**config.mk**
```make
export PLATFORM = sky130hd
export DESIGN_NAME = addr_decoder
export DESIGN_NICKNAME = d
export VERILOG_FILES = /design/src/rtl/soc_bus_pkg.sv /design/src/rtl/soc_map_pkg.sv /design/src/rtl/addr_decoder.sv
export SDC_FILE = /design/constraint.sdc
export NUM_CORES = 1
export LEC_CHECK = 0
export ABC_CLOCK_PERIOD_IN_PS = 1700
export BUFFER_PORTS_ARGS = -buffer_cell sky130_fd_sc_hd__buf_2
export CORE_AREA = 2 2 39 41
export DETAILED_ROUTE_END_ITERATION = 7
export DIE_AREA = 0 0 41 43
export GPL_TIMING_DRIVEN = 0
export PLACE_DENSITY = 0.8
export REMOVE_ABC_BUFFERS = 1
export SLEW_MARGIN = 5
export SYNTH_ARGS = -nofsm -noshare
export SYNTH_HDL_FRONTEND = slang
export SYNTH_SLANG_ARGS = --single-unit
```
**constraint.sdc**
```tcl
create_clock -name vclk -period 1.7
set_clock_uncertainty 0.2 [all_clocks]
set_input_delay 0.34 -clock vclk [all_inputs]
set_output_delay 0.34 -clock vclk [all_outputs]
set_load 0.05 [all_outputs]
```
**src/rtl/soc_bus_pkg.sv**
```systemverilog
`default_nettype none

package soc_bus_pkg;

    localparam int addr_w = 32;
    localparam int data_w = 32;
    localparam int mask_w = 4;      // one enable bit per byte lane

    // instruction fetches only ever read
    typedef struct packed {
        logic [addr_w-1:0] addr;
        logic              read;
    } instr_req_t;

    // full request, used by the data master and on the common bus
    typedef struct packed {
        logic [addr_w-1:0] addr;
        logic              read;
        logic              write;
        logic [mask_w-1:0] wmask;
        logic [data_w-1:0] wdata;
    } bus_req_t;

    // ready is a single-cycle pulse that ends the transfer
    typedef struct packed {
        logic [data_w-1:0] rdata;
        logic              ready;
    } bus_rsp_t;

endpackage

`default_nettype wire

```
**src/rtl/soc_map_pkg.sv**
```systemverilog
`default_nettype none

package soc_map_pkg;

    localparam int region_w  = 16;
    localparam int ram_words = 16384;
    localparam int ram_idx_w = $clog2(ram_words);

    // regions are matched against addr[31:16]
    localparam logic [region_w-1:0] region_ram   = 16'h0000;
    localparam logic [region_w-1:0] region_gpio  = 16'h0001;
    localparam logic [region_w-1:0] region_timer = 16'h0003;

    localparam logic [1:0] gpio_reg_data = 2'd0;
    localparam logic [1:0] gpio_reg_set  = 2'd1;
    localparam logic [1:0] gpio_reg_clr  = 2'd2;

    localparam logic [1:0] timer_reg_lo = 2'd0;
    localparam logic [1:0] timer_reg_hi = 2'd1;

    // one address word, seen either as a RAM index or as a peripheral register
    typedef union packed {
        struct packed {
            logic [region_w-1:0]  region;
            logic [ram_idx_w-1:0] word;
            logic [1:0]           byte_off;
        } ram;
        struct packed {
            logic [region_w-1:0] region;
            logic [11:0]         pad;
            logic [1:0]          reg_idx;
            logic [1:0]          byte_off;
        } mmio;
    } mem_addr_u;

    typedef struct packed {
        logic ram;
        logic gpio;
        logic timer;
        logic unmapped;
    } target_sel_t;

endpackage

`default_nettype wire

```
**src/rtl/addr_decoder.sv**
```systemverilog
`timescale 1ns/1ps
`default_nettype none

module addr_decoder
    import soc_bus_pkg::*;
    import soc_map_pkg::*;
(
    input  wire bus_req_t mem_req,
    output target_sel_t   sel
);

    mem_addr_u a;
    logic      active;
    logic      pad_zero;

    assign a        = mem_req.addr;
    assign active   = mem_req.read | mem_req.write;
    assign pad_zero = (a.mmio.pad == '0);   // peripherals only decode the low nibble

    always_comb begin
        sel = '0;
        if (active) begin
            case (a.ram.region)
                region_ram:   sel.ram = 1'b1;
                region_gpio:  begin
                    sel.gpio     = pad_zero;
                    sel.unmapped = ~pad_zero;
                end
                region_timer: begin
                    sel.timer    = pad_zero;
                    sel.unmapped = ~pad_zero;
                end
                default:      sel.unmapped = 1'b1;
            endcase
        end
        a_sel_onehot: assert final ($onehot0(sel));
    end

endmodule

`default_nettype wire

```
==> results.toml <==
[route]
dr.pass1.iters = 1
drtAntennaViolNets = 0
dr_total_vias = 278
routed.top_layer = "met3"
wl_met1_um = 296
initialDrtViolationCount = 0
vias_per_cell = 4.03
wire_per_inst_um = 11.2
route.met3.wl_um = 89
drc = 0
routed_wl_um = 774
met2_wirelength_um = 389

[finish]
final_cell_count_no_fill = 69
multiInputGateArea_um2 = 160
final_util = 0.296
syn_to_final_growth_pct = 237
fill_cells = 151
n_clock_buffer = 0
nFlopsAndLatches = 0
final_net_count = 125
drive_gt1_frac = 0.792
seqCellArea_um2 = 0
diodes = 0

[synth]
synth_compound_area_frac = 0.0825
ys_warn_count = 0
ys_top_cells_by_area = "nor4_1 (31%), nor4_2 (21%), nor2_1 (12%)"
synth_xor_area_frac = 0
synthAdderAreaFrac = 0
synth-simple-area-share = 0.887
synthCells = 19
synth_top_family_by_area = "simple AND/OR/NAND/NOR gates"
synth_area_um2 = 121
synth_top_area_share = 0.309
synthMuxAreaShare = 0
yosysSeqAreaShare = 0
ys_types = 9
synth_top_area_cell = "nor4_1"
avgSynthCellArea_um2 = 6.39

[pwr]
clkPwrFrac = 0
power_frac_seq = 0
ir_drop_mv = 0.0621
power_frac_comb = 1.000
p_int_uw = 43.5
swShare = 0.405
power_density_nw_per_um2 = 179
p_switching_uw = 29.7
p_leak_nw = 0.185

[critical_path]
path_class = "in -> out"
cp_cell_sequence = "buf_6 > nor4_2 > nand4_1 > nor4_1 > buf_4"
crit_path_max_fanout = 3
cp.arrival_ns = 1.44
crit_slowest_cell = "nor4_1"
slowest_delay_ns = 0.31
cp-start-kind = "primary input"
end_kind = "primary output"
crit_required_ns = 1.16

[timing]
setup_ws_ns = -0.278
worst_slew_pin_slew_ns = 0.307
final-setup-viol-count = 4
whs_ns = 0.821
slew_viol_final = 0
rsz0062_at_grt = "yes"
slew_headroom = 0.795
finalCritPeriodShare = 1.16
hold_viol_final = 0
timing.fmax_mhz = 505
period_minus_slack_ns = 1.98

[floorplanning]
initial_utilization = 0.0877
io_pins = 74
fp.dieArea_um2 = 1760
dieWidth_um = 41
core-area_um2 = 1380
die_y_um = 43
fp-row-count = 14

[global_route]
antenna_found_initial = 0
grt.total_usage = 0.0789
grt_pass1_vias = 255
grt_pass1_wl_um = 1030
grt_max_degree = 5
grt_overflow = 0

[clocking]
hold_buffers = 0

[placed_design]
io_buffer_count = 34
place_inst = 69
gp_congestion = 0.761

[run]
maxCapViolations = 0

[run_status]
status = "finished, violations left"
failed_checks = "negative setup slack"

[worst_hold_path]
hold_class = "in -> out"
==> kinds of logic (layout without fill, tap and decap cells) <==
| group | Yosys count | after routing |
|---|---|---|
| buf+inv | 1 | 35 |
| simple gates | 17 | 17 |
| compound gates | 1 | 1 |
==> cell type report <==
cell class         instances  share of cell area
inverters                  1             0.00917
multi-input cells         18               0.391
well taps                 16              0.0489
repair buffers            34               0.550
==> what timing repair did <==
item | in CTS | in global routing
pin swaps | 6 | 2
endpoints found under the setup margin | 4 | 4
resized for setup | 15 | 3
setup buffers | 0 | 0
==> per-layer routing <==
layer,global-route usage,vias to the layer above
met5,0,-
li1,-,147
met3,0.0209,0
met1,0.108,116
met4,0,0
met2,0.128,15
==> placed cells by master, fill, tap and decap left out, drive strengths merged <==
master and n:
nand4 2, buf 34, nor4 8, nor2 4, inv 1, or2 1, nor3 1, a22o 1
nor2b 1
==> worst max-delay path: cells and delay by family <==
family | cells | cell delay, ns
buffers and inverters | 2 | 0.34
AND/OR/NAND/NOR | 3 | 0.76
==> power groups by stage <==
stage	registers (mW)	clock network (mW)	logic [mW]
after CTS	0	0	0.0692
final	0	0	0.0732
after detailed placement	0	0	0.0531
after floorplan	0	0	0.0137
after global routing	0	0	0.0792
after global placement	0	0	0.0513
==> Yosys cell counts <==
| master | number |
|---|---|
| nor2b_1 | 1 |
| nor3_1 | 1 |
| inv_1 | 1 |
| nor4_2 | 2 |
| nor2_1 | 4 |
| a22o_2 | 1 |
| nor4_1 | 6 |
| or2_2 | 1 |
| nand4_1 | 2 |
==> through the flow <==
stage,TNS (ns),worst slack (ns),instance area [µm²],total power [mW]
2_1_floorplan,-3.35,-1.13,121,0.0137
3_3_place_gp,-1.20,-0.308,312,0.0513
3_5_place_dp,-1.21,-0.317,312,0.0531
4_1_cts,-0.927,-0.274,388,0.0692
5_1_grt,-1.33,-0.358,409,0.0792
6_report,-1.04,-0.278,409,0.0732
==> worst paths after layout <==
path	from	endpoint	slack, ns	cells after the start
max	mem_req[44]	sel[2]	-0.28	5
min	mem_req[54]	sel[3]	0.82	3
Note: power is estimated with default switching activity, not from simulation.
