--- src/rtl/soc_bus_pkg.sv ---
`default_nettype none

package soc_bus_pkg;

    localparam int addr_w = 32;
    localparam int data_w = 32;
    localparam int mask_w = 4;      // one enable bit per byte lane

    // instruction fetches only ever read
    typedef struct packed {
        logic [addr_w-1:0] addr;
        logic              read;
    } instr_req_t;

    // full request, used by the data master and on the common bus
    typedef struct packed {
        logic [addr_w-1:0] addr;
        logic              read;
        logic              write;
        logic [mask_w-1:0] wmask;
        logic [data_w-1:0] wdata;
    } bus_req_t;

    // ready is a single-cycle pulse that ends the transfer
    typedef struct packed {
        logic [data_w-1:0] rdata;
        logic              ready;
    } bus_rsp_t;

endpackage

`default_nettype wire

--- src/rtl/soc_map_pkg.sv ---
`default_nettype none

package soc_map_pkg;

    localparam int region_w  = 16;
    localparam int ram_words = 16384;
    localparam int ram_idx_w = $clog2(ram_words);

    // regions are matched against addr[31:16]
    localparam logic [region_w-1:0] region_ram   = 16'h0000;
    localparam logic [region_w-1:0] region_gpio  = 16'h0001;
    localparam logic [region_w-1:0] region_timer = 16'h0003;

    localparam logic [1:0] gpio_reg_data = 2'd0;
    localparam logic [1:0] gpio_reg_set  = 2'd1;
    localparam logic [1:0] gpio_reg_clr  = 2'd2;

    localparam logic [1:0] timer_reg_lo = 2'd0;
    localparam logic [1:0] timer_reg_hi = 2'd1;

    // one address word, seen either as a RAM index or as a peripheral register
    typedef union packed {
        struct packed {
            logic [region_w-1:0]  region;
            logic [ram_idx_w-1:0] word;
            logic [1:0]           byte_off;
        } ram;
        struct packed {
            logic [region_w-1:0] region;
            logic [11:0]         pad;
            logic [1:0]          reg_idx;
            logic [1:0]          byte_off;
        } mmio;
    } mem_addr_u;

    typedef struct packed {
        logic ram;
        logic gpio;
        logic timer;
        logic unmapped;
    } target_sel_t;

endpackage

`default_nettype wire

--- src/rtl/gpio_leds.sv ---
`timescale 1ns/1ps
`default_nettype none

module gpio_leds
    import soc_bus_pkg::*;
    import soc_map_pkg::*;
(
    input  wire logic     pll_clk,
    input  wire logic     arst_n,
    input  wire bus_req_t mem_req,
    input  wire logic     sel,
    output bus_rsp_t      rsp,
    output logic [7:0]    leds
);

    mem_addr_u  a;
    logic       wr;
    logic [7:0] wbits;

    assign a     = mem_req.addr;
    assign wr    = sel & mem_req.write & mem_req.wmask[0];   // only byte 0 is wired
    assign wbits = mem_req.wdata[7:0];

    always_ff @(posedge pll_clk or negedge arst_n) begin
        if (!arst_n) begin
            leds <= '0;
        end else if (wr) begin
            case (a.mmio.reg_idx)
                gpio_reg_data: leds <= wbits;
                gpio_reg_set:  leds <= leds | wbits;
                gpio_reg_clr:  leds <= leds & ~wbits;
                default:       leds <= leds;
            endcase
        end
    end

    // every offset reads back the current pattern
    assign rsp.rdata = sel ? {{(data_w-8){1'b0}}, leds} : '0;
    assign rsp.ready = sel;

endmodule

`default_nettype wire

--- config.mk ---
export PLATFORM = sky130hd
export DESIGN_NAME = gpio_leds
export DESIGN_NICKNAME = d
export VERILOG_FILES = /design/src/rtl/soc_bus_pkg.sv /design/src/rtl/soc_map_pkg.sv /design/src/rtl/gpio_leds.sv
export SDC_FILE = /design/constraint.sdc
export NUM_CORES = 1
export LEC_CHECK = 0
export ABC_AREA = 1
export CAP_MARGIN = 20
export CORE_MARGIN = 1
export CORE_UTILIZATION = 25
export CTS_CLUSTER_DIAMETER = 200
export DETAILED_ROUTE_END_ITERATION = 8
export DONT_BUFFER_PORTS = 1
export SYNTH_ARGS = -nofsm -noshare
export SYNTH_HDL_FRONTEND = slang
export SYNTH_SLANG_ARGS = --single-unit
export TNS_END_PERCENT = 5
--- constraint.sdc ---
create_clock -name pll_clk -period 1.55 [get_ports pll_clk]
set_input_delay 0.2325 -clock pll_clk [delete_from_list [all_inputs] [get_ports pll_clk]]
set_output_delay 0.2325 -clock pll_clk [all_outputs]
set_load 0.01 [all_outputs]
==> reports/results.tsv <==
stage	metric	value	unit
synth	yosys.cell_count.top_type	nand2_1	
synth	async_flop_share	100	%
sta	clock.fmax	886	MHz
finish	num-nets-final	206	
sta	rsz0062_at_grt	false	
grt	grt_max_degree	12	
power	p_clk_share	23.2	%
finish	n_antenna_cell	0	
synth	ys.warnings.count	0	
power	p_switching	269	uW
worst_setup_path	reg2reg_depth	4	
grt	first_global_vias	499	
detailed_routing	vias	634	
grt	use_met2	15.1	%
grt	antenna_found_initial	0	
sta	setup_tns	0	ps
synth	synth-compound-area-share	0	%
synth	yosys.area.top_type	nand2_1	
finish	fillCellCount	352	
grt	use_met3	4.80	%
worst_setup_path	critPathLaunchType	register	
worst_setup_path	rr_endpoint	leds[4]	
finish	drive_gt1_share	6.25	%
worst_setup_path	worstSetupPathType	reg2out	
synth	synth_cell_types	14	
synth	ys_ff_latch	8	
clocking	htree_levels	1	
floorplan	initial_core_util	26.5	%
finish	reg_top3	leds (8)	
synth	synth_area	816	um^2
synth	synthCells	128	
synth	synth_simple_gate_area_share	36.2	%
synth	synth_top_family_by_area	simple AND/OR/NAND/NOR gates	
grt	globalRoute.totalOverflow	0	
floorplan	die_w	59.1	um
hold_path	hold_path_class	in2reg	
hold_path	min_to	leds[0]	
grt	grt_usage	9.69	%
synth	yosys-mux-area-fraction	0	%
finish	synthToLayoutAreaGrowth	-3.68	%
synth	synth_edf_count	0	
run_status	status	finished clean	
clocking	clock-sinks	8	
sta	hold_viol	0	
detailed_routing	drt-pass1-iter-count	5	
clocking	cts.reportedPaths.clkPinSlew	50	ps
floorplan	dieHeight	59.1	um
detailed_routing	drcViolationCount	0	
sta	drv_slew	0	
worst_setup_path	r2r_start	leds[4]	
power	cell_internal_pwr	395	uW
hold_path	hp-start	mem_req[0]	
clocking	cts_setup_buffers	0	
detailed_routing	vias_per_cell	3.69	
placement	place_congestion	0.721	
power	p_leak	0.519	nW
grt	grt_use_met1	12.1	%
detailed_routing	wl_per_cell	9.30	um
clocking	cts_tree	yes	
sta	min_period_over_period	72.8	%
floorplan	dieArea	3500	um^2
detailed_routing	wirelength	1600	um
power	irDropWorstVdd	0.145	mV
placement	dp_cells	168	
synth	yosys_most_used_dff	dfrtp_1	
synth	synth_xor_area_share	0	%
finish	fin_cells	172	
power	combPwrFrac	27.2	%
sta	setup_violations	0	
worst_setup_path	crit_fanout	4	
floorplan	ios	114	
sta	skew	0	ps
synth	synth_top_area_share	26.2	%
synth	synthAdderAreaFrac	4.60	%
power	powerDensity	845	nW/um^2
placement	port_buffers	0	
power	pwr-share-seq	49.6	%
job	drv_cap	0	
synth	seq_area_frac_synth	24.5	%
detailed_routing	drtAntennaViolNets	0	
grt	busiest_layer	met2	
clocking	cts-buffers-inserted	3	
hold_path	holdPathStages	4	
synth	synth_common_cells	nand2_1, buf_4, inv_1	
worst_setup_path	critPathArrivalTime	900	ps
grt	grt_pass1_wl	2460	um
worst_setup_path	end_kind	output port	
finish	regMostFlops	leds	
clocking	clockBufferDepth	2	
worst_setup_path	r2r_setup_slack	710	ps
clocking	cts_root_buf	clkbuf_4	
power	swShare	40.5	%
finish	largest_register_ff_count	8	
floorplan	row_count	20	
clocking	clock_latency	250	ps
worst_setup_path	crit_required	1320	ps
floorplan	core-area	3080	um^2
sta	min_period	1130	ps
detailed_routing	drt_iter0_drc	31	
synth	avgSynthCellArea	6.37	um^2
placement	hpwl	1250	um
synth	ys_top_cells_by_area	nand2_1, dfrtp_1, buf_4	
## stage by stage
stage	hold WS, ps	setup WS, ps	utilization, %	total power [mW]	instance area, um^2
floorplan	-63.1	468	-	0.523	902
detailed placement	-62.9	318	24.5	0.509	753
finish	226	421	25.5	0.664	786
global route	229	338	25.5	0.733	786
CTS	213	407	25.5	0.677	786
global placement	-62.9	347	24.5	0.502	753
## worst max path at each step
stage	end	slack [ps]	from	cells past startpoint
after CTS	rsp[7]	410	leds[6]	2
after detailed placement	leds[3]	320	mem_req[40]	6
after global placement	leds[5]	350	mem_req[40]	6
after global routing	rsp[2]	340	leds[1]	2
after floorplan	leds[0]	470	mem_req[40]	6
final	rsp[2]	420	leds[1]	2
## logic make-up after synthesis
logic type / count (synthesis)
adder cells (fa/ha/maj): 3
buffers and inverters: 47
flip-flops: 8
other: 1
AND/OR/NAND/NOR: 69
## metal layers
metal / up-vias / wire length [um]
met2: 45 / 703
met3: 2 / 172
li1: 330 / -
met5: - / 0
met1: 257 / 717
met4: 0 / 6
## final cells by class
type | instances | area [um^2] | share of cell area (%)
repair buffers | 1 | 10.0 | 1.27
well taps | 44 | 55.1 | 7.01
clock buffers | 3 | 22.5 | 2.87
inverters | 20 | 75.1 | 9.55
flip-flops and latches | 8 | 200 | 25.5
multi-input cells | 96 | 423 | 53.8
## power by group through the flow
stage,sequential [mW],clock [mW],combinational (mW)
finish,0.329,0.154,0.181
global route,0.342,0.177,0.214
CTS,0.330,0.165,0.182
detailed placement,0.333,0,0.176
global placement,0.332,0,0.170
floorplan,0.313,0,0.210
## worst max-delay path, cell delays in order (launching register included)
cell and delay, ps:
dfrtp_1 470, nand2_1 80, inv_1 100
## layout by cell type, fill, tap and decap left out, drive strengths merged
master,synthesis,layout
clkbuf,1,3
conb,1,24
dfrtp,8,8
dlygate4sd3,0,1
ha,3,3
inv,20,20
nand2,58,58
nand3,8,8
nand4,1,1
nor2,2,2
## timing repair
action                    4_1_cts  5_1_grt
hold endpoints to repair        8        0
hold buffers                    1        0
resized for setup               0        0
Note: power is estimated with default switching activity, not from simulation.
