<file path="src/rtl/soc_bus_pkg.sv">
`default_nettype none

package soc_bus_pkg;

    localparam int addr_w = 32;
    localparam int data_w = 32;
    localparam int mask_w = 4;      // one enable bit per byte lane

    // instruction fetches only ever read
    typedef struct packed {
        logic [addr_w-1:0] addr;
        logic              read;
    } instr_req_t;

    // full request, used by the data master and on the common bus
    typedef struct packed {
        logic [addr_w-1:0] addr;
        logic              read;
        logic              write;
        logic [mask_w-1:0] wmask;
        logic [data_w-1:0] wdata;
    } bus_req_t;

    // ready is a single-cycle pulse that ends the transfer
    typedef struct packed {
        logic [data_w-1:0] rdata;
        logic              ready;
    } bus_rsp_t;

endpackage

`default_nettype wire

</file>
<file path="src/rtl/soc_map_pkg.sv">
`default_nettype none

package soc_map_pkg;

    localparam int region_w  = 16;
    localparam int ram_words = 16384;
    localparam int ram_idx_w = $clog2(ram_words);

    // regions are matched against addr[31:16]
    localparam logic [region_w-1:0] region_ram   = 16'h0000;
    localparam logic [region_w-1:0] region_gpio  = 16'h0001;
    localparam logic [region_w-1:0] region_timer = 16'h0003;

    localparam logic [1:0] gpio_reg_data = 2'd0;
    localparam logic [1:0] gpio_reg_set  = 2'd1;
    localparam logic [1:0] gpio_reg_clr  = 2'd2;

    localparam logic [1:0] timer_reg_lo = 2'd0;
    localparam logic [1:0] timer_reg_hi = 2'd1;

    // one address word, seen either as a RAM index or as a peripheral register
    typedef union packed {
        struct packed {
            logic [region_w-1:0]  region;
            logic [ram_idx_w-1:0] word;
            logic [1:0]           byte_off;
        } ram;
        struct packed {
            logic [region_w-1:0] region;
            logic [11:0]         pad;
            logic [1:0]          reg_idx;
            logic [1:0]          byte_off;
        } mmio;
    } mem_addr_u;

    typedef struct packed {
        logic ram;
        logic gpio;
        logic timer;
        logic unmapped;
    } target_sel_t;

endpackage

`default_nettype wire

</file>
<file path="src/rtl/response_mux.sv">
`timescale 1ns/1ps
`default_nettype none

module response_mux
    import soc_bus_pkg::*;
    import soc_map_pkg::*;
(
    input  wire bus_rsp_t    ram_rsp,
    input  wire bus_rsp_t    gpio_rsp,
    input  wire bus_rsp_t    timer_rsp,
    input  wire target_sel_t sel,
    output bus_rsp_t         mem_rsp
);

    // idle targets drive zero, so OR is enough
    assign mem_rsp.rdata = ram_rsp.rdata | gpio_rsp.rdata | timer_rsp.rdata;
    assign mem_rsp.ready = ram_rsp.ready | gpio_rsp.ready | timer_rsp.ready
                         | sel.unmapped;     // unmapped answers at once with zero

    always_comb begin
        a_one_ready: assert final ($onehot0({ram_rsp.ready, gpio_rsp.ready,
                                             timer_rsp.ready, sel.unmapped}));
    end

endmodule

`default_nettype wire

</file>
<file path="config.mk">
export PLATFORM = sky130hd
export DESIGN_NAME = response_mux
export DESIGN_NICKNAME = d
export VERILOG_FILES = /design/src/rtl/soc_bus_pkg.sv /design/src/rtl/soc_map_pkg.sv /design/src/rtl/response_mux.sv
export SDC_FILE = /design/constraint.sdc
export NUM_CORES = 1
export LEC_CHECK = 0
export BUFFER_PORTS_ARGS = -buffer_cell sky130_fd_sc_hd__buf_2
export CORE_AREA = 2 2 52 54
export DETAILED_ROUTE_END_ITERATION = 16
export DIE_AREA = 0 0 54 56
export GPL_ROUTABILITY_DRIVEN = 0
export GPL_TIMING_DRIVEN = 0
export PLACE_DENSITY = 0.8
export SYNTH_ARGS = -nofsm -noshare
export SYNTH_HDL_FRONTEND = slang
export SYNTH_SLANG_ARGS = --single-unit
</file>
<file path="constraint.sdc">
create_clock -name vclk -period 0.8
set_clock_uncertainty 0.05 [all_clocks]
set_input_delay 0.08 -clock vclk [all_inputs]
set_output_delay 0.08 -clock vclk [all_outputs]
set_load 0.005 [all_outputs]
</file>
==> out/qor.csv, run 1 <==
stage,metric,value,unit
power_and_ir_drop,Static Leakage,0.593,nW
detailed_routing,routed len/inst,10.1,um
worst_hold_path,min-delay worst type,input port to output pin,
floorplanning,die area,3020,um2
power_and_ir_drop,power per cell area,380,nW/um2
floorplanning,row cnt,18,
detailed_routing,DRT iter0 DRCs,9,
global_routing,vias in the first global route,689,
power_and_ir_drop,Final Power,421,uW
global_routing,gr usage total,0.103,
synth,top-area cell type share of the netlist area,0.964,
detailed_routing,drt pass-1 iters,2,
finish,fin cells,196,
finish,layout cell share with drive strength beyond 1,0.819,
global_routing,largest net degree at the start of global routing,2,
floorplanning,Chip Width,54,um
synth,register area share after synthesis,0,
synth,Post-Syn Nets,136,
detailed_routing,WL final,1970,um
placed_design,worst slack at placement,-0.136,ns
synth,Mapped Cells,33,
timing,final setup margin,-0.128,ns
detailed_routing,Detail Route Antenna Nets,0,
worst_hold_path,Hold EP,mem_rsp[5],
floorplanning,core box area,2430,um2
critical_path,"Arr. time, crit path",0.80,ns
finish,Filler cells,256,
critical_path,CP startpoint,gpio_rsp[0],
timing,period utilisation layout,1.16,
detailed_routing,DR vias/cell,4.11,
critical_path,crit end category,output pin,
timing,RSZ-0062 raised after global routing,true,
finish,"Core Util, Final",0.455,
timing,Max-slew headroom,0.950,
global_routing,total gr overflow,0,
placed_design,dpl cells,196,
timing,Finish-stage setup viols,1,
critical_path,Critical Path RT,0.67,ns
floorplanning,DIE HEIGHT,56,um
floorplanning,Initial Util,0.0854,
synth,yosys warns,0,
flow_run,max-capacitance violation count,0,
critical_path,Worst Path Max Fanout,1,
finish,layout clock buffer count,0,
placed_design,input/output buffers,133,
cts,Post-CTS Setup Inserts,0,
finish,total area of sequential cells,0,um2
power_and_ir_drop,Peak VDD IR,0.209,mV
finish,design area,1110,um2
critical_path,CP Class,input port to output pin,
synth,Synth cell types,2,
finish,Diodes inserted,0,
finish,Final nets,271,
placed_design,Detailed Place HPWL,1810,um
run_status,status,"complete, but fails checks",
detailed_routing,vias,805,
timing,Final Hold Vio Count,0,
synth,Area contributors post-synth,"or3_1, or4_1",
finish,FFs & Latches,0,
worst_hold_path,hold path depth,3,
worst_hold_path,Worst Hold Launch,timer_rsp[5],
placed_design,cell area after placement,911,um2
timing,hold slack,0.347,ns
synth,cell area after synthesis,208,um2
timing,pins over their slew limit,0,
timing,post-route minimum period,0.928,ns
detailed_routing,drt drc,0,
synth,Avg Inst Size Synth,6.29,um2
critical_path,CP startpoint kind,input port,
timing,Worst Tran Pin Value,0.0754,ns
global_routing,first-pass GRT wire length,2460,um
floorplanning,IO Pins,136,
run_status,failing checks,setup timing,
synth,Yosys top cell by area,or3_1,
timing,fmax,1.08,GHz
timing,setup tns final,-0.128,ns
finish,P&R area growth vs syn,433,%
global_routing,initial antenna violation count,0,
-- layout by cell type, fill, tap and decap left out --
| cell | n |
|---|---|
| buf_2 | 104 |
| buf_6 | 29 |
| or3_1 | 29 |
| or3_4 | 3 |
| or4_1 | 1 |
-- per-layer routing --
layer,vias to the layer above,share of wire,GRT usage
met5,-,0,0
met4,0,0,0
met3,0,0.17,0.00538
met2,69,0.61,0.261
met1,337,0.22,0.0705
li1,399,-,-
-- cell usage after synthesis, drive strengths merged --
cell type	number
or4	1
or3	32
-- critical path, stage by stage --
cell   delay (ns)
buf_6        0.09
or4_1        0.49
buf_2        0.14
-- worst max path at each step --
stage                      end  slack, ns  cells after the start
floorplan           mem_rsp[0]       0.06                      1
global route        mem_rsp[0]      -0.17                      3
global placement    mem_rsp[0]      -0.16                      3
detailed placement  mem_rsp[0]      -0.14                      3
finish              mem_rsp[0]      -0.13                      3
CTS                 mem_rsp[0]      -0.13                      3
-- power by group --
| group | internal, mW | switching, mW | leakage, nW | total, mW |
|---|---|---|---|---|
| registers | 0 | 0 | 0 | 0 |
| logic | 0.324 | 0.0968 | 0.593 | 0.421 |
| clock network | 0 | 0 | 0 | 0 |
| total | 0.324 | 0.0968 | 0.593 | 0.421 |
-- area by class of cell --
class,count,area (um2),area share
timing repair buffer,133,847,0.765
tap,30,37.5,0.0339
multi-input combinational,33,223,0.201
-- cells by family (layout without fill, tap and decap cells) --
logic type             count (synthesis)  after routing  synth area share
buffers and inverters                  0            133                 0
and+or+nand+nor                       33             33              1.00
-- timing repair --
action | 4_1_cts | 5_1_grt
endpoints found under the setup margin | 7 | 25
gates resized for setup | 5 | 27
cloned | 0 | 0
hold buffers | 0 | 0
pin swaps | 7 | 23
Power figures use the tool's default switching activity.
==> run 2, diff against run 1 <==
--- a/config.mk
+++ b/config.mk
@@ -5,13 +5,12 @@
 export SDC_FILE = /design/constraint.sdc
 export NUM_CORES = 1
 export LEC_CHECK = 0
-export BUFFER_PORTS_ARGS = -buffer_cell sky130_fd_sc_hd__buf_2
 export CORE_AREA = 2 2 52 54
 export DETAILED_ROUTE_END_ITERATION = 16
 export DIE_AREA = 0 0 54 56
+export DONT_BUFFER_PORTS = 1
 export GPL_ROUTABILITY_DRIVEN = 0
-export GPL_TIMING_DRIVEN = 0
-export PLACE_DENSITY = 0.8
+export PLACE_DENSITY = 0.3
 export SYNTH_ARGS = -nofsm -noshare
 export SYNTH_HDL_FRONTEND = slang
 export SYNTH_SLANG_ARGS = --single-unit
==> constraint.sdc (replaced) <==
create_clock -name vclk -period 1.2
set_clock_uncertainty 0.05 [all_clocks]
set_input_delay 0.12 -clock vclk [all_inputs]
set_output_delay 0.12 -clock vclk [all_outputs]
set_load 0.005 [all_outputs]
==> run 2 against run 1 <==
  * The flow now finishes without violations
  * Final cell count shrank 67%
  * Critical endpoint unchanged
  * Sequential cell count unchanged
  * Critical path type unchanged
  * Count of clock-buffer cells in the layout unchanged
  * Worst hold slack worse by 0.068 ns
  * Design area shrank 78%
  * Utilization fell by 35 points
  * Combinational power is 90% lower
  * Critical path depth decreased by 2
  * Worst setup slack gained 0.51 ns
  * First-iteration DRC count shrank 44%
  * Wire length is 25% lower
==> out/qor.csv, run 2 (synthesized netlist as in run 1, its figures left out) <==
stage,metric,value,unit,change
run_status,status,"finished, final reports clean",,
power_and_ir_drop,clock share of power,0,,unchanged
finish,fin cells,64,,-67%
detailed_routing,drt drc,0,,unchanged
cts,post_cts resized,0,,-5
finish,P&R area growth vs syn,19.3,%,
floorplanning,Initial Util,0.0854,,unchanged
critical_path,Critical Path RT,1.03,ns,+0.36 ns
finish,"commonest cells after routing, fill and taps aside","or3_1, or4_1",,
cts,Hold Buf Count CTS,0,,unchanged
power_and_ir_drop,Peak VDD IR,0.0289,mV,-86%
finish,FFs & Latches,0,,unchanged
detailed_routing,DRT iter0 DRCs,5,,-4
global_routing,largest net degree at the start of global routing,2,,unchanged
timing,RSZ-0062 raised after global routing,false,,
detailed_routing,WL final,1480,um,-25%
timing,post-route minimum period,0.822,ns,
critical_path,critical path buffer and inverter count,0,,-2
global_routing,vias in the first global route,248,,-64%
detailed_routing,vias,353,,-56%
power_and_ir_drop,logic gate share of total power,1.000,,about the same
timing,Finish-stage setup viols,0,,-1
power_and_ir_drop,Sw Ratio,0.494,,+0.264
detailed_routing,metal3 WL,205,um,-39%
floorplanning,DIE HEIGHT,56,um,unchanged
timing,Max-slew headroom,0.930,,-0.0196
critical_path,CP Class,input port to output pin,,
detailed_routing,M1 WL,452,um,+5.1%
power_and_ir_drop,net switching power,21.0,uW,-78%
global_routing,total gr overflow,0,,unchanged
detailed_routing,drt pass-1 iters,2,,unchanged
timing,setup tns final,0,ns,+0.128 ns
worst_hold_path,min-delay worst type,input port to output pin,,
timing,pins over their slew limit,0,,unchanged
critical_path,CP startpoint kind,input port,,
detailed_routing,DR vias/cell,5.52,,+34%
detailed_routing,routed len/inst,23.1,um,+130%
global_routing,first-pass GRT wire length,1350,um,-45%
worst_hold_path,hold path depth,1,,-2
power_and_ir_drop,power per cell area,171,nW/um2,-55%
finish,total area of sequential cells,0,um2,unchanged
floorplanning,IO Pins,136,,unchanged
power_and_ir_drop,Int Pwr,21.5,uW,-93%
power_and_ir_drop,Sequential Power Share,0,,unchanged
timing,period utilisation layout,0.685,,
detailed_routing,Max Used Layer,met3,,
worst_hold_path,Worst Hold Launch,timer_rsp[26],,
finish,layout cell share with drive strength beyond 1,0,,-0.819
placed_design,dpl cells,63,,-68%
finish,layout clock buffer count,0,,unchanged
floorplanning,Chip Width,54,um,unchanged
cts,Post-CTS Setup Inserts,0,,unchanged
floorplanning,row cnt,18,,unchanged
floorplanning,die area,3020,um2,unchanged
worst_hold_path,Hold EP,mem_rsp[26],,
global_routing,initial antenna violation count,1,,+1
timing,Final Hold Vio Count,0,,unchanged
placed_design,input/output buffers,0,,-100%
critical_path,worst path cell trace,or4_1,,
floorplanning,core box area,2430,um2,unchanged
critical_path,crit end category,output pin,,
flow_run,max-capacitance violation count,0,,unchanged
finish,Final nets,138,,-49%
critical_path,Crit path max-delay family,simple AND/OR/NAND/NOR gates,,
timing,Worst Tran Pin Value,0.105,ns,+0.0296 ns
detailed_routing,Detail Route Antenna Nets,0,,unchanged
power_and_ir_drop,Static Leakage,0.0420,nW,-93%
finish,"leading cell type in the layout, fill and taps excluded",or3_1,,
critical_path,Crit-path slowest cell,or4_1,,
critical_path,"Arr. time, crit path",0.65,ns,-0.15 ns
detailed_routing,met2 wire len,819,um,-32%
global_routing,gr usage total,0.0638,,-0.0395
critical_path,Critical Path Max Stage Delay,0.53,ns,+0.04 ns
timing,fmax,1.22,GHz,
critical_path,Worst Path Max Fanout,1,,unchanged
run 2: cell types whose count changed in the layout (fill, tap and decap cells not counted), sizes merged:
| cell | previous run | this run |
|---|---|---|
| buf | 133 | 0 |
| diode | 0 | 1 |
run 2: final cells by class:
class	instances	area [um2]
Multi-Input combinational cell	33	208
Antenna cell	1	2.50
Tap cell	30	37.5
Fill cell	279	2180
run 2: power groups by stage:
stage	Clock [mW]	Combinational (mW)	Sequential [mW]
after global routing	0	0.0475	0
final	0.000000112	0.0425	0
after floorplan	0	0.0377	0
after CTS	0	0.0431	0
after detailed placement	0	0.0429	0
after global placement	0	0.0445	0
run 2: metrics by stage:
stage	setup slack (ns)	instance area (um2)	utilization	hold slack [ns]	total power, mW
floorplan	0.382	208	-	0.277	0.0377
global placement	0.372	245	0.101	0.284	0.0445
detailed placement	0.377	245	0.101	0.280	0.0429
CTS	0.377	245	0.101	0.280	0.0431
global route	0.351	245	0.101	0.283	0.0475
finish	0.378	248	0.102	0.280	0.0425
run 2: worst max path at each step:
stage | startpoint | end | cells after the start
finish | gpio_rsp[0] | mem_rsp[0] | 1
global route | gpio_rsp[0] | mem_rsp[0] | 1
CTS | gpio_rsp[0] | mem_rsp[0] | 1
detailed placement | gpio_rsp[0] | mem_rsp[0] | 1
global placement | gpio_rsp[0] | mem_rsp[0] | 1
floorplan | gpio_rsp[0] | mem_rsp[0] | 1
run 2: per-layer routing:
layer	global-route usage	vias up
met1	0.0769	161
met3	0.0215	0
met2	0.113	57
met5	0	-
li1	-	135
met4	0	0
