**config.mk**
```make
export PLATFORM = sky130hd
export DESIGN_NAME = cycle_timer
export DESIGN_NICKNAME = d
export VERILOG_FILES = /design/src/rtl/soc_bus_pkg.sv /design/src/rtl/soc_map_pkg.sv /design/src/rtl/cycle_timer.sv
export SDC_FILE = /design/constraint.sdc
export NUM_CORES = 1
export LEC_CHECK = 0
export BUFFER_PORTS_ARGS = -buffer_cell sky130_fd_sc_hd__buf_2
export CAP_MARGIN = 30
export CORE_UTILIZATION = 55
export DETAILED_ROUTE_END_ITERATION = 7
export GPL_TIMING_DRIVEN = 1
export HOLD_SLACK_MARGIN = 0.08
export PLACE_DENSITY_LB_ADDON = 0.2
export RECOVER_POWER = 100
export SLEW_MARGIN = 0
export SYNTH_ARGS = -nofsm -noshare
export SYNTH_HDL_FRONTEND = slang
export SYNTH_SLANG_ARGS = --single-unit
```
**constraint.sdc**
```tcl
create_clock -name pll_clk -period 3.08 [get_ports pll_clk]
set_input_delay 0.154 -clock pll_clk [delete_from_list [all_inputs] [get_ports pll_clk]]
set_output_delay 0.154 -clock pll_clk [all_outputs]
set_load 0.005 [all_outputs]
```
**src/rtl/soc_bus_pkg.sv**
```systemverilog
`default_nettype none

package soc_bus_pkg;

    localparam int addr_w = 32;
    localparam int data_w = 32;
    localparam int mask_w = 4;      // one enable bit per byte lane

    // instruction fetches only ever read
    typedef struct packed {
        logic [addr_w-1:0] addr;
        logic              read;
    } instr_req_t;

    // full request, used by the data master and on the common bus
    typedef struct packed {
        logic [addr_w-1:0] addr;
        logic              read;
        logic              write;
        logic [mask_w-1:0] wmask;
        logic [data_w-1:0] wdata;
    } bus_req_t;

    // ready is a single-cycle pulse that ends the transfer
    typedef struct packed {
        logic [data_w-1:0] rdata;
        logic              ready;
    } bus_rsp_t;

endpackage

`default_nettype wire

```
**src/rtl/soc_map_pkg.sv**
```systemverilog
`default_nettype none

package soc_map_pkg;

    localparam int region_w  = 16;
    localparam int ram_words = 16384;
    localparam int ram_idx_w = $clog2(ram_words);

    // regions are matched against addr[31:16]
    localparam logic [region_w-1:0] region_ram   = 16'h0000;
    localparam logic [region_w-1:0] region_gpio  = 16'h0001;
    localparam logic [region_w-1:0] region_timer = 16'h0003;

    localparam logic [1:0] gpio_reg_data = 2'd0;
    localparam logic [1:0] gpio_reg_set  = 2'd1;
    localparam logic [1:0] gpio_reg_clr  = 2'd2;

    localparam logic [1:0] timer_reg_lo = 2'd0;
    localparam logic [1:0] timer_reg_hi = 2'd1;

    // one address word, seen either as a RAM index or as a peripheral register
    typedef union packed {
        struct packed {
            logic [region_w-1:0]  region;
            logic [ram_idx_w-1:0] word;
            logic [1:0]           byte_off;
        } ram;
        struct packed {
            logic [region_w-1:0] region;
            logic [11:0]         pad;
            logic [1:0]          reg_idx;
            logic [1:0]          byte_off;
        } mmio;
    } mem_addr_u;

    typedef struct packed {
        logic ram;
        logic gpio;
        logic timer;
        logic unmapped;
    } target_sel_t;

endpackage

`default_nettype wire

```
**src/rtl/cycle_timer.sv**
```systemverilog
`timescale 1ns/1ps
`default_nettype none

module cycle_timer
    import soc_bus_pkg::*;
    import soc_map_pkg::*;
(
    input  wire logic     pll_clk,
    input  wire logic     arst_n,
    input  wire bus_req_t mem_req,
    input  wire logic     sel,
    output bus_rsp_t      rsp
);

    logic [2*data_w-1:0] count;
    logic [data_w-1:0]   rd_word;
    mem_addr_u           a;

    assign a = mem_req.addr;

    // ==================================================================
    // free-running counter
    // ==================================================================
    always_ff @(posedge pll_clk or negedge arst_n) begin
        if (!arst_n) begin
            count <= '0;
        end else begin
            count <= count + 1'b1;
        end
    end

    always_comb begin
        case (a.mmio.reg_idx)
            timer_reg_lo: rd_word = count[data_w-1:0];
            timer_reg_hi: rd_word = count[2*data_w-1:data_w];
            default:      rd_word = '0;
        endcase
    end

    // the two halves come from different cycles, software has to re-read hi
    // to catch a carry
    assign rsp.rdata = (sel && mem_req.read) ? rd_word : '0;
    assign rsp.ready = sel;     // writes are acked and dropped

endmodule

`default_nettype wire

```
==> flow_summary.html, run 1 <==
<table>
<tr><th>Metric</th><th>Value</th></tr>
<tr><th colspan="2">Logic synthesis</th></tr>
<tr><td>Main combinational cell family by area after synthesis</td><td>simple AND/OR/NAND/NOR gates</td></tr>
<tr><td>YS warnings</td><td>0</td></tr>
<tr><td>Synthesized-area fraction occupied by ao, oa, aoi and oai cells</td><td>0%</td></tr>
<tr><td>Cell area after synthesis</td><td>3401 sq um</td></tr>
<tr><td>Synth unique cells</td><td>25</td></tr>
<tr><td>Post-synthesis share of cell area spent on xor and xnor gates</td><td>15.97%</td></tr>
<tr><td>Syn Area/Cell</td><td>9.886 sq um</td></tr>
<tr><td>Yosys reg bits</td><td>64</td></tr>
<tr><td>Basic-gate share of the synthesized area counting and, or, nand and nor cells</td><td>24.43%</td></tr>
<tr><td>Sequential fraction of the synthesis area</td><td>47.09%</td></tr>
<tr><td>Number of instances in the synthesized netlist</td><td>344</td></tr>
<tr><td>Share of cell area taken by muxes after synthesis</td><td>9.419%</td></tr>
<tr><td>Adder-cell area share of the yosys netlist</td><td>0.3679%</td></tr>
<tr><td>Net Count, Synth</td><td>418</td></tr>
<tr><th colspan="2">GRT</th></tr>
<tr><td>Maximum number of pins on one net before global-route repair</td><td>33</td></tr>
<tr><td>Antenna violations before repair</td><td>0</td></tr>
<tr><td>First-pass GRT wire length</td><td>12490 microns</td></tr>
<tr><td>Vias in the first global route</td><td>2507</td></tr>
<tr><td>Remaining Overflow, GRT</td><td>0</td></tr>
<tr><td>All-Layer GR Usage</td><td>26.47%</td></tr>
<tr><th colspan="2">Layout</th></tr>
<tr><td>Number of fill cells</td><td>525</td></tr>
<tr><td>Number of antenna cells inserted</td><td>0</td></tr>
<tr><td>Max reg flops</td><td>64</td></tr>
<tr><td>Largest registers ranked by flip-flop count</td><td>count (64)</td></tr>
<tr><td>Area occupied by multi-input gates</td><td>1684 sq um</td></tr>
<tr><td>Layout overhead on the synthesized area</td><td>11.74%</td></tr>
<tr><td>Sequential cell area</td><td>1602 sq um</td></tr>
<tr><td>Layout Cell Area excl Fill</td><td>3800 sq um</td></tr>
<tr><td>Final #Nets</td><td>459</td></tr>
<tr><td>Top reg by flops</td><td>count</td></tr>
<tr><td>Share of final-layout standard cells stronger than drive strength 1</td><td>7.436%</td></tr>
<tr><th colspan="2">Placed design</th></tr>
<tr><td>Number of input and output port buffers inserted</td><td>38</td></tr>
<tr><td>HPWL after detailed placement</td><td>5400 microns</td></tr>
<tr><td>Post-Place Cell Area</td><td>3660 sq um</td></tr>
<tr><td>Placer congestion estimate</td><td>0.8096</td></tr>
<tr><th colspan="2">Run status</th></tr>
<tr><td>Failing checks</td><td>capacitance limit, slew limit</td></tr>
<tr><td>Outcome</td><td>finished, violations left</td></tr>
<tr><th colspan="2">Route</th></tr>
<tr><td>Number of remaining DRC errors</td><td>0</td></tr>
<tr><td>Wirelength, routed</td><td>7646 microns</td></tr>
<tr><td>Antenna Violating Nets Remaining</td><td>0</td></tr>
<tr><td>Detailed router's first-iteration violation count</td><td>158</td></tr>
<tr><td>Routed wirelength normalized by instance count</td><td>16.44 microns</td></tr>
<tr><td>First-pass detailed-route iteration total</td><td>4</td></tr>
<tr><td>Number of vias after detailed routing</td><td>2593</td></tr>
<tr><td>Via density per instance</td><td>5.576</td></tr>
<tr><th colspan="2">Die</th></tr>
<tr><td>Floorplan die height</td><td>80.64 microns</td></tr>
<tr><td>Die Width</td><td>80.64 microns</td></tr>
<tr><td>Placeable core region</td><td>5956 sq um</td></tr>
<tr><td>Num ports</td><td>106</td></tr>
<tr><td>Initial standard-cell utilization of the core</td><td>57.10%</td></tr>
<tr><td>Row count</td><td>28</td></tr>
<tr><td>Die Outline Area</td><td>6502 sq um</td></tr>
<tr><th colspan="2">CTS</th></tr>
<tr><td>Number of post-CTS setup repair buffers</td><td>0</td></tr>
<tr><td>Clk sink count</td><td>64</td></tr>
<tr><td>Clk root buf</td><td>clkbuf_8</td></tr>
<tr><td>Clock-pin slew reported for the worst setup and hold paths after clock tree synthesis</td><td>70 ps</td></tr>
<tr><td>CTS tree</td><td>built</td></tr>
<tr><td>CTS buffer count</td><td>9</td></tr>
<tr><td>Worst skew pair latency</td><td>340 ps</td></tr>
<tr><td>Worst-case clock buffer depth</td><td>2</td></tr>
<tr><td>Maximum level of the CTS H-tree</td><td>3</td></tr>
<tr><th colspan="2">STA</th></tr>
<tr><td>Period minus WS final</td><td>2575 ps</td></tr>
<tr><td>Final hold violations</td><td>0</td></tr>
<tr><td>Tcrit/Tclk final</td><td>83.60%</td></tr>
<tr><td>Final count of negative-setup-slack endpoints</td><td>0</td></tr>
<tr><td>Slew margin rel.</td><td>-55.20%</td></tr>
<tr><td>Final clock skew</td><td>4.776 ps</td></tr>
<tr><td>Worst Tran Pin Value</td><td>2328 ps</td></tr>
<tr><td>Max Transition Viols Final</td><td>64</td></tr>
<tr><td>RSZ-0062 raised after global routing</td><td>no</td></tr>
<tr><td>Achievable frequency</td><td>0.3884 GHz</td></tr>
<tr><td>Post-Route Setup TNS</td><td>0 ps</td></tr>
<tr><th colspan="2">Power and ir drop</th></tr>
<tr><td>Peak VDD IR</td><td>292.6 uV</td></tr>
<tr><td>Static power due to leakage</td><td>1.776 nW</td></tr>
<tr><td>Total power per unit cell area</td><td>426.9 nW/um^2</td></tr>
<tr><th colspan="2">Worst hold path</th></tr>
<tr><td>Worst min path class</td><td>register to register</td></tr>
<tr><th colspan="2">Run</th></tr>
<tr><td># Max-Cap Violations</td><td>2</td></tr>
<tr><th colspan="2">Critical path</th></tr>
<tr><td>Sort of element at the end of the critical path</td><td>primary output</td></tr>
<tr><td>Worst-path maximum fanout</td><td>32</td></tr>
<tr><td>Required arrival time at the worst endpoint</td><td>2930 ps</td></tr>
<tr><td>Startpoint class of the critical path</td><td>input port</td></tr>
<tr><td>Crit path kind</td><td>input port to primary output</td></tr>
<tr><td>Crit path arrival time</td><td>2420 ps</td></tr>
</table>
cell type report:
type / instances / share of cell area, %
clock buffers: 13 / 4.182
repair buffers: 44 / 5.038
inverters: 8 / 0.7903
multi-input cells: 258 / 44.32
well taps: 75 / 2.470
clock inverters: 3 / 1.054
flip-flops and latches: 64 / 42.15
worst max-delay path, cell delays in order:
cell,delay (ps)
clkbuf_1,1630
mux2i_1,290
nor2_1,200
clkbuf_1,130
metal layers:
| metal | part of all wire [%] | track usage (%) |
|---|---|---|
| met1 | 45 | 34.71 |
| met2 | 49 | 42.88 |
| met4 | 1.2 | 9.286 |
| met3 | 5.2 | 6.023 |
| met5 | 0 | 0 |
cell usage after synthesis (all sizes together):
library cell  instances  area, sq um
and4                  6        52.55
nand2                24        90.09
xnor2                27        236.5
or2                   1        6.260
nand3b                1        7.510
nor2                 50        187.7
and2                  3        18.77
nor3                 17        95.09
nor4                 11        68.82
nand3                19        95.09
dfrtp                64         1602
or4                   2        15.01
clkbuf                7        26.28
buf                   7        36.28
or3                   1        6.260
ha                    1        12.51
nand4                20        137.6
xor2                 35        306.5
and3                  8        50.05
mux2i                32        320.3
inv                   8        30.03
through the flow:
step                      hold slack, ps  total power, mW  worst slack (ps)  util (%)  instances
after floorplan                   -141.6           0.8810              1111         -        344
after global placement             228.7           0.9071             702.1     61.45        448
after detailed placement           237.7           0.9078             618.0     61.45        448
after CTS                          421.8            1.634             633.3     64.96        465
after global routing               515.4            1.682             297.6     63.80        465
final                              484.5            1.622             505.3     63.80        465
worst paths after layout:
path                             start   endpoint  slack (ps)  cells past startpoint
min reg2reg                  count[63]  count[63]         480                      1
max in group asynchronous       arst_n  count[41]         760                      3
max                        mem_req[40]    rsp[22]         510                      4
min                          count[63]  count[63]         480                      1
max reg2reg                   count[0]  count[58]         620                      6
min in group asynchronous       arst_n  count[13]         800                      2
where the power goes:
group | internal [mW] | switching (mW)
clock network | 0.416 | 0.314
registers | 0.840 | 0
logic | 0.0172 | 0.0346
total | 1.27 | 0.349
cell families after synthesis:
kind of cell | count (synthesis)
DFF | 64
buffers and inverters | 22
and+or+nand+nor | 163
xor gates and xnor gates | 62
adders and majority gates | 1
muxes | 32
repair_timing:
item | 4_1_cts | 5_1_grt
gates resized for setup | 0 | 0
hold buffers | 1 | 0
hold endpoints to repair | 28 | 0
cell usage in the layout, fill, tap and decap left out, types with 2 or more instances in the layout:
cell type and count:
and4_1 6, xor2_1 35, clkbuf_1 30, dfrtp_1 64
or4_1 2, nand4_1 20, nor4_1 11, and2_1 3
nand2_1 24, inv_1 8, and3_1 8, xnor2_1 27
nor3_1 17, clkbuf_8 11, nor2_1 50, nand3_1 19
buf_2 4, clkbuf_2 9, mux2i_1 32, clkinv_2 2
Note: power is estimated with default switching activity, not from simulation.
==> run 2, diff against run 1 <==
- CORE_UTILIZATION: 55 -> 46
- clock period: 3.08 -> 2.25 ns (I/O delays scaled with it)
==> run 2 against run 1 <==
The flow now finishes without violations. Highest routed layer unchanged. Register-to-register slack worse by 450 ps. Die area is 19% higher. Clock skew is 3.0 ps higher. Power is 38% higher. Sequential power is 37% higher. Non-clock buffer count is 14 higher.
==> flow_summary.html, run 2 (synthesized netlist as in run 1, its figures left out) <==
<table>
<tr><th>Metric</th><th>Value</th></tr>
<tr><th colspan="2">Run status</th></tr>
<tr><td>Outcome</td><td>completed (was finished, violations left)</td></tr>
<tr><th colspan="2">STA</th></tr>
<tr><td>Max Transition Viols Final</td><td>0 (was 64)</td></tr>
<tr><td>Slew margin rel.</td><td>13.39% (was -55.20%)</td></tr>
<tr><td>Achievable frequency</td><td>0.4804 GHz</td></tr>
<tr><td>Period minus WS final</td><td>2082 ps</td></tr>
<tr><td>RSZ-0062 raised after global routing</td><td>no (unchanged)</td></tr>
<tr><td>Final hold violations</td><td>0 (unchanged)</td></tr>
<tr><td>Final count of negative-setup-slack endpoints</td><td>0 (unchanged)</td></tr>
<tr><td>Worst Tran Pin Value</td><td>1299 ps (was 2328 ps)</td></tr>
<tr><td>Tcrit/Tclk final</td><td>92.51%</td></tr>
<tr><td>Final clock skew</td><td>7.779 ps (was 4.776 ps)</td></tr>
<tr><td>Post-Route Setup TNS</td><td>0 ps (unchanged)</td></tr>
<tr><th colspan="2">Route</th></tr>
<tr><td>Detailed router's first-iteration violation count</td><td>171 (was 158)</td></tr>
<tr><td>Number of remaining DRC errors</td><td>0 (unchanged)</td></tr>
<tr><td>Number of vias after detailed routing</td><td>2621 (was 2593)</td></tr>
<tr><td>Via density per instance</td><td>5.253 (was 5.576)</td></tr>
<tr><td>Routed wirelength normalized by instance count</td><td>15.61 microns (was 16.44 microns)</td></tr>
<tr><td>First-pass detailed-route iteration total</td><td>4 (unchanged)</td></tr>
<tr><td>Antenna Violating Nets Remaining</td><td>0 (unchanged)</td></tr>
<tr><td>Wirelength, routed</td><td>7787 microns (was 7646 microns)</td></tr>
<tr><th colspan="2">Layout</th></tr>
<tr><td>Commonest non-fill, non-tap cells in the layout</td><td>64 x dfrtp_1, 50 x nor2_1, 35 x xor2_1, 32 x mux2i_1, 29 x clkbuf_1 (was 64 x dfrtp_1, 50 x nor2_1, 35 x xor2_1, 32 x mux2i_1, 30 x clkbuf_1)</td></tr>
<tr><td>Number of fill cells</td><td>656 (was 525)</td></tr>
<tr><td>Largest registers ranked by flip-flop count</td><td>count (64) (unchanged)</td></tr>
<tr><td>Leading cell type in the layout, fill and taps excluded</td><td>dfrtp_1 (unchanged)</td></tr>
<tr><td>Layout overhead on the synthesized area</td><td>16.41% (was 11.74%)</td></tr>
<tr><td>Final #Nets</td><td>473 (was 459)</td></tr>
<tr><td>Number of antenna cells inserted</td><td>0 (unchanged)</td></tr>
<tr><td>Max reg flops</td><td>64 (unchanged)</td></tr>
<tr><td>Layout Cell Area excl Fill</td><td>3959 sq um (was 3800 sq um)</td></tr>
<tr><td>Share of final-layout standard cells stronger than drive strength 1</td><td>11.66% (was 7.436%)</td></tr>
<tr><td>Top reg by flops</td><td>count (unchanged)</td></tr>
<tr><th colspan="2">Run</th></tr>
<tr><td># Max-Cap Violations</td><td>0 (was 2)</td></tr>
<tr><th colspan="2">Power and ir drop</th></tr>
<tr><td>Switching power as a share of total power</td><td>21.30% (was 21.49%)</td></tr>
<tr><td>Fraction of power consumed by sequential logic</td><td>51.3% (was 51.8%)</td></tr>
<tr><td>Internal power</td><td>1.766 mW (was 1.274 mW)</td></tr>
<tr><td>Clock power share</td><td>45.5% (was 45.0%)</td></tr>
<tr><td>Static power due to leakage</td><td>1.864 nW (was 1.776 nW)</td></tr>
<tr><td>Peak VDD IR</td><td>333.0 uV (was 292.6 uV)</td></tr>
<tr><td>Switch Pwr</td><td>477.9 uW (was 348.5 uW)</td></tr>
<tr><td>Total power per unit cell area</td><td>566.9 nW/um^2 (was 426.9 nW/um^2)</td></tr>
<tr><td>Share of power burned in combinational logic</td><td>3.2% (about the same)</td></tr>
<tr><th colspan="2">Die</th></tr>
<tr><td>Num ports</td><td>106 (unchanged)</td></tr>
<tr><td>Row count</td><td>30 (was 28)</td></tr>
<tr><td>Placeable core region</td><td>6982 sq um (was 5956 sq um)</td></tr>
<tr><td>Die Outline Area</td><td>7740 sq um (was 6502 sq um)</td></tr>
<tr><td>Floorplan die height</td><td>87.98 microns (was 80.64 microns)</td></tr>
<tr><td>Initial standard-cell utilization of the core</td><td>48.71% (was 57.10%)</td></tr>
<tr><td>Die Width</td><td>87.98 microns (was 80.64 microns)</td></tr>
<tr><th colspan="2">GRT</th></tr>
<tr><td>Antenna violations before repair</td><td>0 (unchanged)</td></tr>
<tr><td>Vias in the first global route</td><td>2538 (was 2507)</td></tr>
<tr><td>Maximum number of pins on one net before global-route repair</td><td>36 (was 33)</td></tr>
<tr><td>All-Layer GR Usage</td><td>21.99% (was 26.47%)</td></tr>
<tr><td>Remaining Overflow, GRT</td><td>0 (unchanged)</td></tr>
<tr><td>First-pass GRT wire length</td><td>12680 microns (was 12490 microns)</td></tr>
<tr><th colspan="2">Placed design</th></tr>
<tr><td>HPWL after detailed placement</td><td>5671 microns (was 5400 microns)</td></tr>
<tr><td>Number of input and output port buffers inserted</td><td>38 (unchanged)</td></tr>
<tr><td>Post-Place Cell Area</td><td>3816 sq um (was 3660 sq um)</td></tr>
<tr><td>Placer congestion estimate</td><td>0.8373 (was 0.8096)</td></tr>
<tr><th colspan="2">CTS</th></tr>
<tr><td>CTS tree</td><td>built (unchanged)</td></tr>
<tr><td>Clk root buf</td><td>clkbuf_8 (unchanged)</td></tr>
<tr><td>Worst-case clock buffer depth</td><td>2 (unchanged)</td></tr>
<tr><td>Number of post-CTS setup repair buffers</td><td>0 (unchanged)</td></tr>
<tr><td>Clock-pin slew reported for the worst setup and hold paths after clock tree synthesis</td><td>70 ps (about the same)</td></tr>
<tr><td>Worst skew pair latency</td><td>340 ps (about the same)</td></tr>
<tr><td>Clk sink count</td><td>64 (unchanged)</td></tr>
<tr><td>CTS buffer count</td><td>9 (unchanged)</td></tr>
<tr><td>Maximum level of the CTS H-tree</td><td>3 (unchanged)</td></tr>
<tr><th colspan="2">Critical path</th></tr>
<tr><td>Launch instance of the worst register-to-register path</td><td>count[0] (unchanged)</td></tr>
<tr><td>Worst r2r dst</td><td>count[40] (was count[58])</td></tr>
<tr><td>Sort of element at the end of the critical path</td><td>register (was primary output)</td></tr>
<tr><td>Worst-path maximum fanout</td><td>5 (was 32)</td></tr>
<tr><td>Critical path launch point</td><td>count[0] (was mem_req[40])</td></tr>
<tr><td>Crit path kind</td><td>register to register (was input port to primary output)</td></tr>
<tr><td>Required arrival time at the worst endpoint</td><td>2510 ps (was 2930 ps)</td></tr>
<tr><td>Count of cells along the worst register-to-register path</td><td>8 (was 6)</td></tr>
<tr><td>Crit path arrival time</td><td>2340 ps (was 2420 ps)</td></tr>
<tr><td>Startpoint class of the critical path</td><td>register (was input port)</td></tr>
<tr><td>Reg-to-reg setup timing slack</td><td>170 ps (was 620 ps)</td></tr>
<tr><th colspan="2">Worst hold path</th></tr>
<tr><td>Worst min path class</td><td>input port to async pin (was register to register)</td></tr>
</table>
## run 2: layer usage
| metal | track usage, % | share of wire (%) |
|---|---|---|
| met4 | 9.538 | 1.5 |
| met3 | 3.205 | 2.7 |
| met5 | 0 | 0 |
| met2 | 34.60 | 47 |
| met1 | 30.27 | 49 |
## run 2: stage by stage
step / util [%] / power (mW) / std cells / setup slack [ps] / hold slack [ps]
2_1_floorplan: - / 1.206 / 344 / 280.9 / -183.1
3_3_place_gp: 54.66 / 1.248 / 483 / 197.9 / 20.95
3_5_place_dp: 54.66 / 1.249 / 483 / 136.8 / 23.84
4_1_cts: 57.74 / 2.276 / 499 / 112.1 / 192.8
5_1_grt: 56.70 / 2.327 / 499 / 18.26 / 377.1
6_report: 56.70 / 2.244 / 499 / 168.5 / 300.8
## run 2: area by class of cell
class	instances	area (sq um)	area share, %
Clock buffer	12	165.2	4.172
Clock inverter	3	40.04	1.011
Inverter	8	30.03	0.7585
Multi-Input combinational cell	258	1700	42.95
Sequential cell	64	1602	40.46
Tap cell	96	120.1	3.034
Timing Repair Buffer	58	301.5	7.617
## run 2: how the worst max path moves through the flow
| stage | end | slack, ps | cells after the start |
|---|---|---|---|
| floorplan | count[32] | 280 | 8 |
| global placement | count[32] | 200 | 6 |
| detailed placement | count[32] | 140 | 6 |
| CTS | count[32] | 110 | 6 |
| global route | count[37] | 20 | 6 |
| finish | count[40] | 170 | 8 |
## run 2: worst max-delay path, stage by stage (launching register included)
cell,delay [ps]
dfrtp_1,420
ha_1,210
and3_1,220
buf_4,150
and3_1,230
nand4_1,140
clkbuf_1,190
nor3_1,270
xor2_1,190
## run 2: power by group through the flow
stage                     combinational (mW)  clock (mW)  sequential [mW]
final                                 0.0720        1.02             1.15
after global placement                0.0757           0             1.17
after CTS                             0.0782        1.05             1.15
after detailed placement              0.0767           0             1.17
after floorplan                       0.0337           0             1.17
after global routing                  0.0806        1.10             1.15
## run 2: timing repair
item                       4_1_cts  5_1_grt
gates resized for setup          0        2
hold buffers                     1        0
setup endpoints to repair        0        3
hold endpoints to repair        64        0
